==> src/common/periphPkg.sv <==
`default_nettype none

package periphPkg;

	localparam int dataBits = 32;

	// response status of the MMIO port
	typedef enum logic [1:0]
	{
		okReady = 2'b00, // idle, nothing presented
		okOk    = 2'b01,
		okFault = 2'b10  // unmapped address
	} mmioOkT;

	// register map, low 16 address bits
	localparam logic [15:0] regTimerLo  = 16'hE000;
	localparam logic [15:0] regTimerHi  = 16'hE004;
	localparam logic [15:0] regUartRx   = 16'hE010; // read pops rx FIFO
	localparam logic [15:0] regUartTx   = 16'hE014; // write pushes tx FIFO
	localparam logic [15:0] regUartStat = 16'hE018;
	localparam logic [15:0] regGpioIn   = 16'hE100;
	localparam logic [15:0] regGpioOut  = 16'hE104;
	localparam logic [15:0] regGpioDir  = 16'hE108;
	localparam logic [15:0] regGpioSet  = 16'hE110;
	localparam logic [15:0] regGpioClr  = 16'hE114;

	// bits of regUartStat
	localparam int stRxReady = 0;
	localparam int stRxFull  = 1;
	localparam int stTxEmpty = 2;
	localparam int stTxFull  = 3;

	// 655/65536 per clock, about one carry per 100 clocks
	localparam int timerFracStep = 655;
	localparam int timerFracBits = 16;

endpackage

`default_nettype wire

==> src/common/uartPkg.sv <==
`default_nettype none

package uartPkg;

	typedef logic [7:0] uartByteT;

	// clocks per serial bit, 868 gives 115200 baud at 100 MHz
	localparam int uartBitClocks = 8;

	localparam int uartFifoDepth = 8;

	// start, eight data, stop
	localparam int uartFrameBits = 10;

endpackage

`default_nettype wire

==> src/uart/byteFifo.sv <==
`timescale 1ns/1ns
`default_nettype none

module byteFifo
	import uartPkg::*;
#(
	parameter int depth = uartFifoDepth
)
(
	input logic clock,
	input logic reset,
	input logic push,
	input uartByteT pushByte,
	input logic pop,
	output uartByteT headByte,
	output logic full,
	output logic empty
);
	localparam int ptrBits = (depth > 1) ? $clog2(depth) : 1;
	localparam int countBits = $clog2(depth + 1);

	uartByteT mem [depth];
	logic [ptrBits-1:0] wrPtr;
	logic [ptrBits-1:0] rdPtr;
	logic [countBits-1:0] count;
	logic doPush;
	logic doPop;

	function automatic logic [ptrBits-1:0] stepPtr(input logic [ptrBits-1:0] ptr);
		stepPtr = (ptr == ptrBits'(depth - 1)) ? '0 : ptr + 1'b1;
	endfunction

	assign doPush = push && !full;
	assign doPop = pop && !empty;
	assign full = (count == countBits'(depth));
	assign empty = (count == '0);
	assign headByte = mem[rdPtr];

	always_ff @(posedge clock)
	begin
		if (reset)
		begin
			wrPtr <= '0;
			rdPtr <= '0;
			count <= '0;
		end
		else
		begin
			if (doPush)
				wrPtr <= stepPtr(wrPtr);
			if (doPop)
				rdPtr <= stepPtr(rdPtr);
			if (doPush && !doPop)
				count <= count + 1'b1;
			else if (doPop && !doPush)
				count <= count - 1'b1;
		end
	end

	always_ff @(posedge clock)
	begin
		if (doPush)
			mem[wrPtr] <= pushByte;
	end

endmodule

`default_nettype wire

==> src/uart/uartRx.sv <==
`timescale 1ns/1ns
`default_nettype none

module uartRx
	import uartPkg::*;
(
	input logic clock,
	input logic reset,
	input logic uartRxd,
	output logic rxValid,
	output uartByteT rxData
);
	localparam int cycleBits = (uartBitClocks > 1) ? $clog2(uartBitClocks) : 1;
	localparam int bitBits = $clog2(uartFrameBits);

	logic rxMeta;
	logic rxSync;
	logic rxPrev;
	logic busy;
	logic samplePoint;
	logic [cycleBits-1:0] cycleCount;
	logic [bitBits-1:0] bitCount;

	assign samplePoint = busy && (cycleCount == cycleBits'(uartBitClocks - 1));

	always_ff @(posedge clock)
	begin
		if (reset)
		begin
			rxMeta <= 1'b1;
			rxSync <= 1'b1;
			rxPrev <= 1'b1;
			busy <= 1'b0;
			cycleCount <= '0;
			bitCount <= '0;
			rxValid <= 1'b0;
		end
		else
		begin
			rxMeta <= uartRxd;
			rxSync <= rxMeta;
			rxPrev <= rxSync;
			rxValid <= 1'b0;
			if (!busy)
			begin
				if (rxPrev && !rxSync)
				begin
					busy <= 1'b1;
					bitCount <= '0;
					cycleCount <= cycleBits'(uartBitClocks / 2); // half a bit to centre
				end
			end
			else if (samplePoint)
			begin
				cycleCount <= '0;
				bitCount <= bitCount + 1'b1;
				if (bitCount == '0 && rxSync)
					busy <= 1'b0; // glitch, not a start bit
				else if (bitCount == bitBits'(uartFrameBits - 1))
				begin
					busy <= 1'b0;
					rxValid <= rxSync; // framing error drops the byte
				end
			end
			else
				cycleCount <= cycleCount + 1'b1;
		end
	end

	// data bits arrive LSB first
	always_ff @(posedge clock)
	begin
		if (samplePoint && bitCount != '0 && bitCount != bitBits'(uartFrameBits - 1))
			rxData <= {rxSync, rxData[7:1]};
	end

endmodule

`default_nettype wire

==> src/uart/uartTx.sv <==
`timescale 1ns/1ns
`default_nettype none

module uartTx
	import uartPkg::*;
(
	input logic clock,
	input logic reset,
	input logic txValid,
	input uartByteT txData,
	output logic txReady,
	output logic uartTxd
);
	localparam int cycleBits = (uartBitClocks > 1) ? $clog2(uartBitClocks) : 1;
	localparam int bitBits = $clog2(uartFrameBits);

	logic busy;
	logic [uartFrameBits-1:0] frame;
	logic [cycleBits-1:0] cycleCount;
	logic [bitBits-1:0] bitCount;

	assign txReady = !busy;
	assign uartTxd = busy ? frame[0] : 1'b1; // line idles high

	always_ff @(posedge clock)
	begin
		if (reset)
		begin
			busy <= 1'b0;
			cycleCount <= '0;
			bitCount <= '0;
		end
		else if (!busy)
		begin
			if (txValid)
			begin
				busy <= 1'b1;
				cycleCount <= '0;
				bitCount <= '0;
			end
		end
		else if (cycleCount == cycleBits'(uartBitClocks - 1))
		begin
			cycleCount <= '0;
			if (bitCount == bitBits'(uartFrameBits - 1))
				busy <= 1'b0; // stop bit done
			else
				bitCount <= bitCount + 1'b1;
		end
		else
			cycleCount <= cycleCount + 1'b1;
	end

	always_ff @(posedge clock)
	begin
		if (txValid && txReady)
			frame <= {1'b1, txData, 1'b0};
		else if (busy && cycleCount == cycleBits'(uartBitClocks - 1))
			frame <= {1'b1, frame[uartFrameBits-1:1]};
	end

endmodule

`default_nettype wire

==> src/verilog/gpioPort.sv <==
`timescale 1ns/1ns
`default_nettype none

module gpioPort
	import periphPkg::*;
(
	input logic clock,
	input logic reset,
	input logic gpioWrOut,
	input logic gpioWrDir,
	input logic gpioSet,
	input logic gpioClr,
	input logic [dataBits-1:0] gpioData,
	input logic [dataBits-1:0] gpioIn,
	output logic [dataBits-1:0] gpioOut,
	output logic [dataBits-1:0] gpioOe,
	output logic [dataBits-1:0] gpioInSync
);
	logic [dataBits-1:0] inMeta;

	always_ff @(posedge clock)
	begin
		if (reset)
		begin
			gpioOut <= '0;
			gpioOe <= '0; // all pins input
		end
		else
		begin
			if (gpioWrOut)
				gpioOut <= gpioData;
			else if (gpioSet)
				gpioOut <= gpioOut | gpioData;
			else if (gpioClr)
				gpioOut <= gpioOut & ~gpioData;
			if (gpioWrDir)
				gpioOe <= gpioData;
		end
	end

	// two-flop sync of the pins
	always_ff @(posedge clock)
	begin
		inMeta <= gpioIn;
		gpioInSync <= inMeta;
	end

endmodule

`default_nettype wire

==> src/verilog/mmioDecode.sv <==
`timescale 1ns/1ns
`default_nettype none

module mmioDecode
	import periphPkg::*;
	import uartPkg::*;
(
	input logic clock,
	input logic reset,
	input logic [31:0] mmioAddr,
	input logic [dataBits-1:0] mmioWriteData,
	input logic mmioRead,
	input logic mmioWrite,
	input logic [dataBits-1:0] gpioOutReg,
	input logic [dataBits-1:0] gpioDirReg,
	input logic [dataBits-1:0] gpioInSync,
	input logic [63:0] timerCount,
	input logic txFull,
	input logic txEmpty,
	input logic rxFull,
	input logic rxEmpty,
	input uartByteT rxHead,
	output logic [dataBits-1:0] mmioReadData,
	output mmioOkT mmioOk,
	output logic gpioWrOut,
	output logic gpioWrDir,
	output logic gpioSet,
	output logic gpioClr,
	output logic [dataBits-1:0] gpioData,
	output logic txPush,
	output uartByteT txByte,
	output logic rxPop
);
	logic [15:0] addrLow;
	logic lastRead;
	logic lastWrite;
	logic readOnce;
	logic writeOnce;
	logic hit;
	logic [dataBits-1:0] readNext;
	uartByteT rxByteNow;
	uartByteT rxHold;

	assign addrLow = mmioAddr[15:0];
	assign readOnce = mmioRead && !lastRead; // first cycle of a read
	assign writeOnce = mmioWrite && !lastWrite;
	assign rxByteNow = rxEmpty ? '0 : rxHead;

	assign gpioWrOut = writeOnce && (addrLow == regGpioOut);
	assign gpioWrDir = writeOnce && (addrLow == regGpioDir);
	assign gpioSet = writeOnce && (addrLow == regGpioSet);
	assign gpioClr = writeOnce && (addrLow == regGpioClr);
	assign gpioData = mmioWriteData;
	assign txPush = writeOnce && (addrLow == regUartTx); // dropped in FIFO when full
	assign txByte = mmioWriteData[7:0];
	assign rxPop = readOnce && (addrLow == regUartRx);

	always_comb
	begin
		hit = 1'b1;
		readNext = '0;
		case (addrLow)
			regTimerLo: readNext = timerCount[31:0];
			regTimerHi: readNext = timerCount[63:32];
			regUartRx: readNext = dataBits'(rxPop ? rxByteNow : rxHold);
			regUartTx: readNext = '0;
			regUartStat:
			begin
				readNext[stRxReady] = !rxEmpty;
				readNext[stRxFull] = rxFull;
				readNext[stTxEmpty] = txEmpty;
				readNext[stTxFull] = txFull;
			end
			regGpioIn: readNext = gpioInSync;
			regGpioOut, regGpioSet, regGpioClr: readNext = gpioOutReg;
			regGpioDir: readNext = gpioDirReg;
			default: hit = 1'b0;
		endcase
	end

	always_ff @(posedge clock)
	begin
		if (reset)
		begin
			lastRead <= 1'b0;
			lastWrite <= 1'b0;
			mmioOk <= okReady;
			mmioReadData <= '0;
		end
		else
		begin
			lastRead <= mmioRead;
			lastWrite <= mmioWrite;
			if (mmioRead || mmioWrite)
				mmioOk <= hit ? okOk : okFault;
			else
				mmioOk <= okReady;
			mmioReadData <= mmioRead ? readNext : '0;
		end
	end

	// popped byte stays on the bus until the strobe drops
	always_ff @(posedge clock)
	begin
		if (rxPop)
			rxHold <= rxByteNow;
	end

endmodule

`default_nettype wire

==> src/verilog/periphTop.sv <==
`timescale 1ns/1ns
`default_nettype none

module periphTop
	import periphPkg::*;
(
	input logic clock,
	input logic reset,
	input logic [31:0] mmioAddr,
	input logic [dataBits-1:0] mmioWriteData,
	input logic mmioRead,
	input logic mmioWrite,
	input logic [dataBits-1:0] gpioIn,
	input logic uartRxd,
	output logic [dataBits-1:0] mmioReadData,
	output mmioOkT mmioOk,
	output logic [dataBits-1:0] gpioOut,
	output logic [dataBits-1:0] gpioOe,
	output logic uartTxd
);
	logic gpioWrOut;
	logic gpioWrDir;
	logic gpioSet;
	logic gpioClr;
	logic [dataBits-1:0] gpioData;
	logic [dataBits-1:0] gpioInSync;
	logic [63:0] timerCount;
	logic txPush;
	logic [7:0] txByte;
	logic txFull;
	logic txEmpty;
	logic [7:0] txHead;
	logic txReady;
	logic rxPop;
	logic rxFull;
	logic rxEmpty;
	logic [7:0] rxHead;
	logic rxValid;
	logic [7:0] rxData;

	mmioDecode decode0 (
		.clock(clock), .reset(reset),
		.mmioAddr(mmioAddr), .mmioWriteData(mmioWriteData),
		.mmioRead(mmioRead), .mmioWrite(mmioWrite),
		.gpioOutReg(gpioOut), .gpioDirReg(gpioOe), .gpioInSync(gpioInSync),
		.timerCount(timerCount),
		.txFull(txFull), .txEmpty(txEmpty), .rxFull(rxFull), .rxEmpty(rxEmpty),
		.rxHead(rxHead),
		.mmioReadData(mmioReadData), .mmioOk(mmioOk),
		.gpioWrOut(gpioWrOut), .gpioWrDir(gpioWrDir), .gpioSet(gpioSet), .gpioClr(gpioClr),
		.gpioData(gpioData), .txPush(txPush), .txByte(txByte), .rxPop(rxPop)
	);

	gpioPort gpio0 (
		.clock(clock), .reset(reset),
		.gpioWrOut(gpioWrOut), .gpioWrDir(gpioWrDir), .gpioSet(gpioSet), .gpioClr(gpioClr),
		.gpioData(gpioData), .gpioIn(gpioIn),
		.gpioOut(gpioOut), .gpioOe(gpioOe), .gpioInSync(gpioInSync)
	);

	usecTimer timer0 (.clock(clock), .reset(reset), .timerCount(timerCount));

	// pop on ready alone, the FIFO ignores a pop while empty
	byteFifo txFifo (
		.clock(clock), .reset(reset), .push(txPush), .pushByte(txByte), .pop(txReady),
		.headByte(txHead), .full(txFull), .empty(txEmpty)
	);

	byteFifo rxFifo (
		.clock(clock), .reset(reset), .push(rxValid), .pushByte(rxData), .pop(rxPop),
		.headByte(rxHead), .full(rxFull), .empty(rxEmpty)
	);

	uartTx tx0 (
		.clock(clock), .reset(reset), .txValid(!txEmpty), .txData(txHead),
		.txReady(txReady), .uartTxd(uartTxd)
	);

	uartRx rx0 (
		.clock(clock), .reset(reset), .uartRxd(uartRxd),
		.rxValid(rxValid), .rxData(rxData)
	);

endmodule

`default_nettype wire

==> src/verilog/usecTimer.sv <==
`timescale 1ns/1ns
`default_nettype none

module usecTimer
	import periphPkg::*;
(
	input logic clock,
	input logic reset,
	output logic [63:0] timerCount
);
	logic [timerFracBits-1:0] fracAcc;
	logic [timerFracBits-1:0] fracNext;
	logic carry;
	logic usecTick;

	assign {carry, fracNext} = {1'b0, fracAcc} + (timerFracBits + 1)'(timerFracStep);

	always_ff @(posedge clock)
	begin
		if (reset)
		begin
			fracAcc <= '0;
			usecTick <= 1'b0;
			timerCount <= '0;
		end
		else
		begin
			fracAcc <= fracNext;
			usecTick <= carry; // count lags the carry by one clock
			if (usecTick)
				timerCount <= timerCount + 64'd1;
		end
	end

endmodule

`default_nettype wire
==> config.mk <==
export PLATFORM = sky130hd
export DESIGN_NAME = periphTop
export DESIGN_NICKNAME = d
export VERILOG_FILES = /design/src/common/periphPkg.sv /design/src/common/uartPkg.sv /design/src/uart/byteFifo.sv /design/src/uart/uartRx.sv /design/src/uart/uartTx.sv /design/src/verilog/gpioPort.sv /design/src/verilog/mmioDecode.sv /design/src/verilog/periphTop.sv /design/src/verilog/usecTimer.sv
export SDC_FILE = /design/constraint.sdc
export NUM_CORES = 1
export LEC_CHECK = 0
export BUFFER_PORTS_ARGS = -buffer_cell sky130_fd_sc_hd__buf_2
export CORE_ASPECT_RATIO = 0.9
export CORE_MARGIN = 2
export CORE_UTILIZATION = 35
export CTS_CLUSTER_SIZE = 8
export DETAILED_ROUTE_END_ITERATION = 10
export GPL_ROUTABILITY_DRIVEN = 0
export PLACE_DENSITY = 0.64
export RECOVER_POWER = 100
export SYNTH_ARGS = -nofsm -noshare
export SYNTH_HDL_FRONTEND = slang
export SYNTH_HIERARCHICAL = 1
export SYNTH_SLANG_ARGS = --single-unit
==> constraint.sdc <==
create_clock -name clock -period 5.9 [get_ports clock]
set_input_delay 0.295 -clock clock [delete_from_list [all_inputs] [get_ports clock]]
set_output_delay 0.295 -clock clock [all_outputs]
set_load 0.005 [all_outputs]
==> flow_metrics.tcl <==
set metrics [dict create \
    use_met2_pct 28.4 \
    critical_path_data_required_time_ps 6340 \
    grt_pass1_wl_um 71300 \
    synth.lib_cells_used.distinct 78 \
    synth.largest_area_cell "sky130_fd_sc_hd__dfxtp_1" \
    timing.critical_path.arrival_ps 4690 \
    port-buffer-count 183 \
    clkTransAtPathRegs_ps 50 \
    grt_setup_unrepaired "no" \
    post-place-ws_ps 2260 \
    placementRows 79 \
    synth_area_sq_um 18100 \
    cts-root-buf "sky130_fd_sc_hd__clkbuf_16" \
    grt.overflow.total 0 \
    grt_antenna_before_repair 1 \
    leading_register_cell_type_out_of_synthesis "sky130_fd_sc_hd__dfxtp_1" \
    crit_buf_inv 3 \
    highest_ir_drop_seen_on_vdd_uv 229 \
    syn-instance-count 1511 \
    finalHoldViolCount 0 \
    crit_path_frequent_cell "sky130_fd_sc_hd__buf_4" \
    cts-buffers-inserted 61 \
    cts-root-to-sink-buffers 3 \
    max_freq_mhz 235 \
    regToRegSetupSlack_ps 2240 \
    antenna_left 0 \
    critical_path.max_stage_delay_ps 1720 \
    cts-hold-fix-buffers 62 \
    fin_nets 1846 \
    hold-path-endpoint "decode0/lastRead" \
    power-per-cell-area_nw_per_um2 327 \
    timing_max_transition_violations_final 116 \
    netlist.area_leader.share_pct 32.3 \
    route.detailed.vias_per_inst 5.32 \
    cts-resized-gates 0 \
    highest_fanout_seen_on_the_critical_path 30 \
    failed_checks "capacitance limit, slew limit" \
    average_instance_area_after_synthesis_sq_um 12.0 \
    run_status "finished with violations" \
    worst_hold_slack_ps 86.2 \
    post-cts-setup-buffers 0 \
    grtUsageMet3_pct 3.45 \
    crit_path_capture_type "register" \
    detail_route.wl_per_cell_um 19.1 \
    critical_path.cell_chain "buf_2 > or3_1 > or4_1 > nor2_4 > buf_4 > and2_0 > buf_4 > mux2i_1 > nor2_1" \
    max-cap-violations 6 \
    final-setup-viol-count 0 \
    min-delay-start "mmioRead" \
    leakagePower_nw 7.13 \
    crit_family "simple AND/OR/NAND/NOR gates" \
    vias 13000 \
    layout.filler_cells 4859 \
    proportion_of_synthesized_flip_flops_having_asynchronous_set_or_reset_pct 0 \
    area_growth_syn_to_layout_pct 17.9 \
    grt_usage_pct 16.9 \
    layout-drive-gt1-share_pct 14.0 \
    ranking_of_synthesized_cells_by_instance_count "sky130_fd_sc_hd__dfxtp_1, sky130_fd_sc_hd__nor2_1, sky130_fd_sc_hd__edfxtp_1" \
    startpoint_type "input port" \
    worst_r2r_path_depth 5 \
    numClockSinks 444 \
    r2r-end "timer0/timerCount[61]" \
    detailed_placement_hpwl_um 30500 \
    fp.dieW_um 244 \
    grt.met1_usage_pct 21.3 \
    starting_density_of_the_core_pct 35.3 \
    dr.first_iter.drc_count 1029 \
    synth.most_common_cell "sky130_fd_sc_hd__dfxtp_1" \
    htree_num_levels 2 \
    hold_path.class "in -> reg" \
    worst_pin_slew_ps 2270 \
    yosysWarningCount 6 \
    type_of_the_setup_path_with_the_least_slack "in -> reg" \
    yosys-top-cells-area "sky130_fd_sc_hd__dfxtp_1, sky130_fd_sc_hd__edfxtp_1, sky130_fd_sc_hd__mux4_1" \
    min_period_ps 4250 \
    fin_util_pct 41.6 \
    number_of_global_route_vias_before_repair 12800 \
    drc 0 \
    ios 200 \
    finalWirelength_um 46600 \
    fin_skew_ps 57.8 \
    synth_edf_count 152 \
    timing.slew.headroom_pct -51.5 \
    busiest_layer "met2" \
    core_area_sq_um 51400 \
    postSynthRegisterBits 444 \
    die_span_y_um 220 \
    mappedNetlistNets 1640 \
    postLayoutSetupSlackWorst_ps 1650 \
    cts_tree "done" \
    synth_sequential_area_ratio_pct 57.5 \
    drt-pass1-iter-count 7 \
    die_area_sq_um 53600 \
    final_cycle_share_pct 72.1 \
    rr_startpoint "timer0/timerCount[23]" \
    hold_path_depth 2 \
    finalSetupTns_ps 0 \
    clock_latency_of_the_later_clocked_register_in_the_worst_skew_pair_ps 630 \
    grt_max_degree 102 \
    critical_path.slowest_cell "sky130_fd_sc_hd__and2_0" \
]
==> worst max path at each step <==
stage | endpoint | cells after the start | slack [ps] | from
after floorplan | rxFifo/count[3] | 13 | 1930 | mmioAddr[5]
after global routing | gpio0/gpioOe[29] | 9 | 1370 | mmioAddr[5]
final | gpio0/gpioOe[27] | 9 | 1650 | mmioAddr[5]
after CTS | decode0/mmioReadData[2] | 7 | 2710 | register
after detailed placement | gpio0/gpioOe[23] | 9 | 2260 | mmioAddr[5]
after global placement | gpio0/gpioOe[26] | 9 | 2320 | mmioAddr[5]
==> through the flow <==
step | instance area, sq um | std cells | power (W)
final | 21400 | 2434 | 0.00698
after global routing | 21400 | 2433 | 0.00723
after CTS | 21600 | 2433 | 0.00707
after detailed placement | 19300 | 2280 | 0.00384
after global placement | 19300 | 2280 | 0.00382
after floorplan | 18100 | 1511 | 0.00374
==> cell usage in the layout (no fill, tap or decap), types with 31 or more instances in the layout <==
cell,instances
sky130_fd_sc_hd__a22oi_1,31
sky130_fd_sc_hd__nand2_1,84
sky130_fd_sc_hd__a32oi_1,33
sky130_fd_sc_hd__a21oi_1,75
sky130_fd_sc_hd__clkbuf_16,62
sky130_fd_sc_hd__dlygate4sd3_1,62
sky130_fd_sc_hd__buf_2,92
sky130_fd_sc_hd__mux2i_1,37
sky130_fd_sc_hd__edfxtp_1,152
sky130_fd_sc_hd__clkbuf_1,125
sky130_fd_sc_hd__nor2_1,158
sky130_fd_sc_hd__nand4_1,35
sky130_fd_sc_hd__xor2_1,34
sky130_fd_sc_hd__dfxtp_1,292
sky130_fd_sc_hd__nand3_1,35
==> routing by layer <==
layer  part of all wire [%]  up-vias
met5                      0        -
met4                    3.3        0
met3                    5.7      102
met2                     48      395
met1                     43     6390
li1                       -     6068
==> power breakdown <==
| part | leakage, nW | switching [W] | total, W | internal (W) |
|---|---|---|---|---|
| clock network | 0.820 | 0.00127 | 0.00317 | 0.00191 |
| logic | 2.57 | 0.000220 | 0.000437 | 0.000217 |
| registers | 3.74 | 0.000102 | 0.00337 | 0.00326 |
==> area by class of cell <==
| class | count | area, sq um | share of cell area (%) |
|---|---|---|---|
| flip-flops and latches | 444 | 10400 | 48.7 |
| multi-input cells | 922 | 6750 | 31.6 |
| clock buffers | 89 | 1660 | 7.79 |
| repair buffers | 264 | 1540 | 7.19 |
| well taps | 688 | 861 | 4.03 |
| inverters | 24 | 90.1 | 0.422 |
| clock inverters | 2 | 46.3 | 0.217 |
| diodes | 1 | 2.50 | 0.0117 |
==> state kept, by name, indices dropped and copies added (netlist names), 4 cells and up, named ones only <==
register and flops:
timer0/fracAcc 16, txFifo/count 4, txFifo/mem 64, tx0/bitCount 4
decode0/rxHold 8, tx0/frame 9, rx0/bitCount 4, rx0/rxData 8
timer0/timerCount 64, gpio0/gpioInSync 32, gpio0/gpioOe 32, rxFifo/mem 64
rxFifo/count 4, gpio0/inMeta 32, decode0/mmioReadData 32
==> cell families after synthesis <==
group | synth area share, %
mux | 8.38
buf+inv | 4.92
simple gates | 14.0
fa+ha+maj | 2.02
compound gates | 11.1
flops | 57.5
xor+xnor | 2.18
Note: power is estimated with default switching activity, not from simulation.
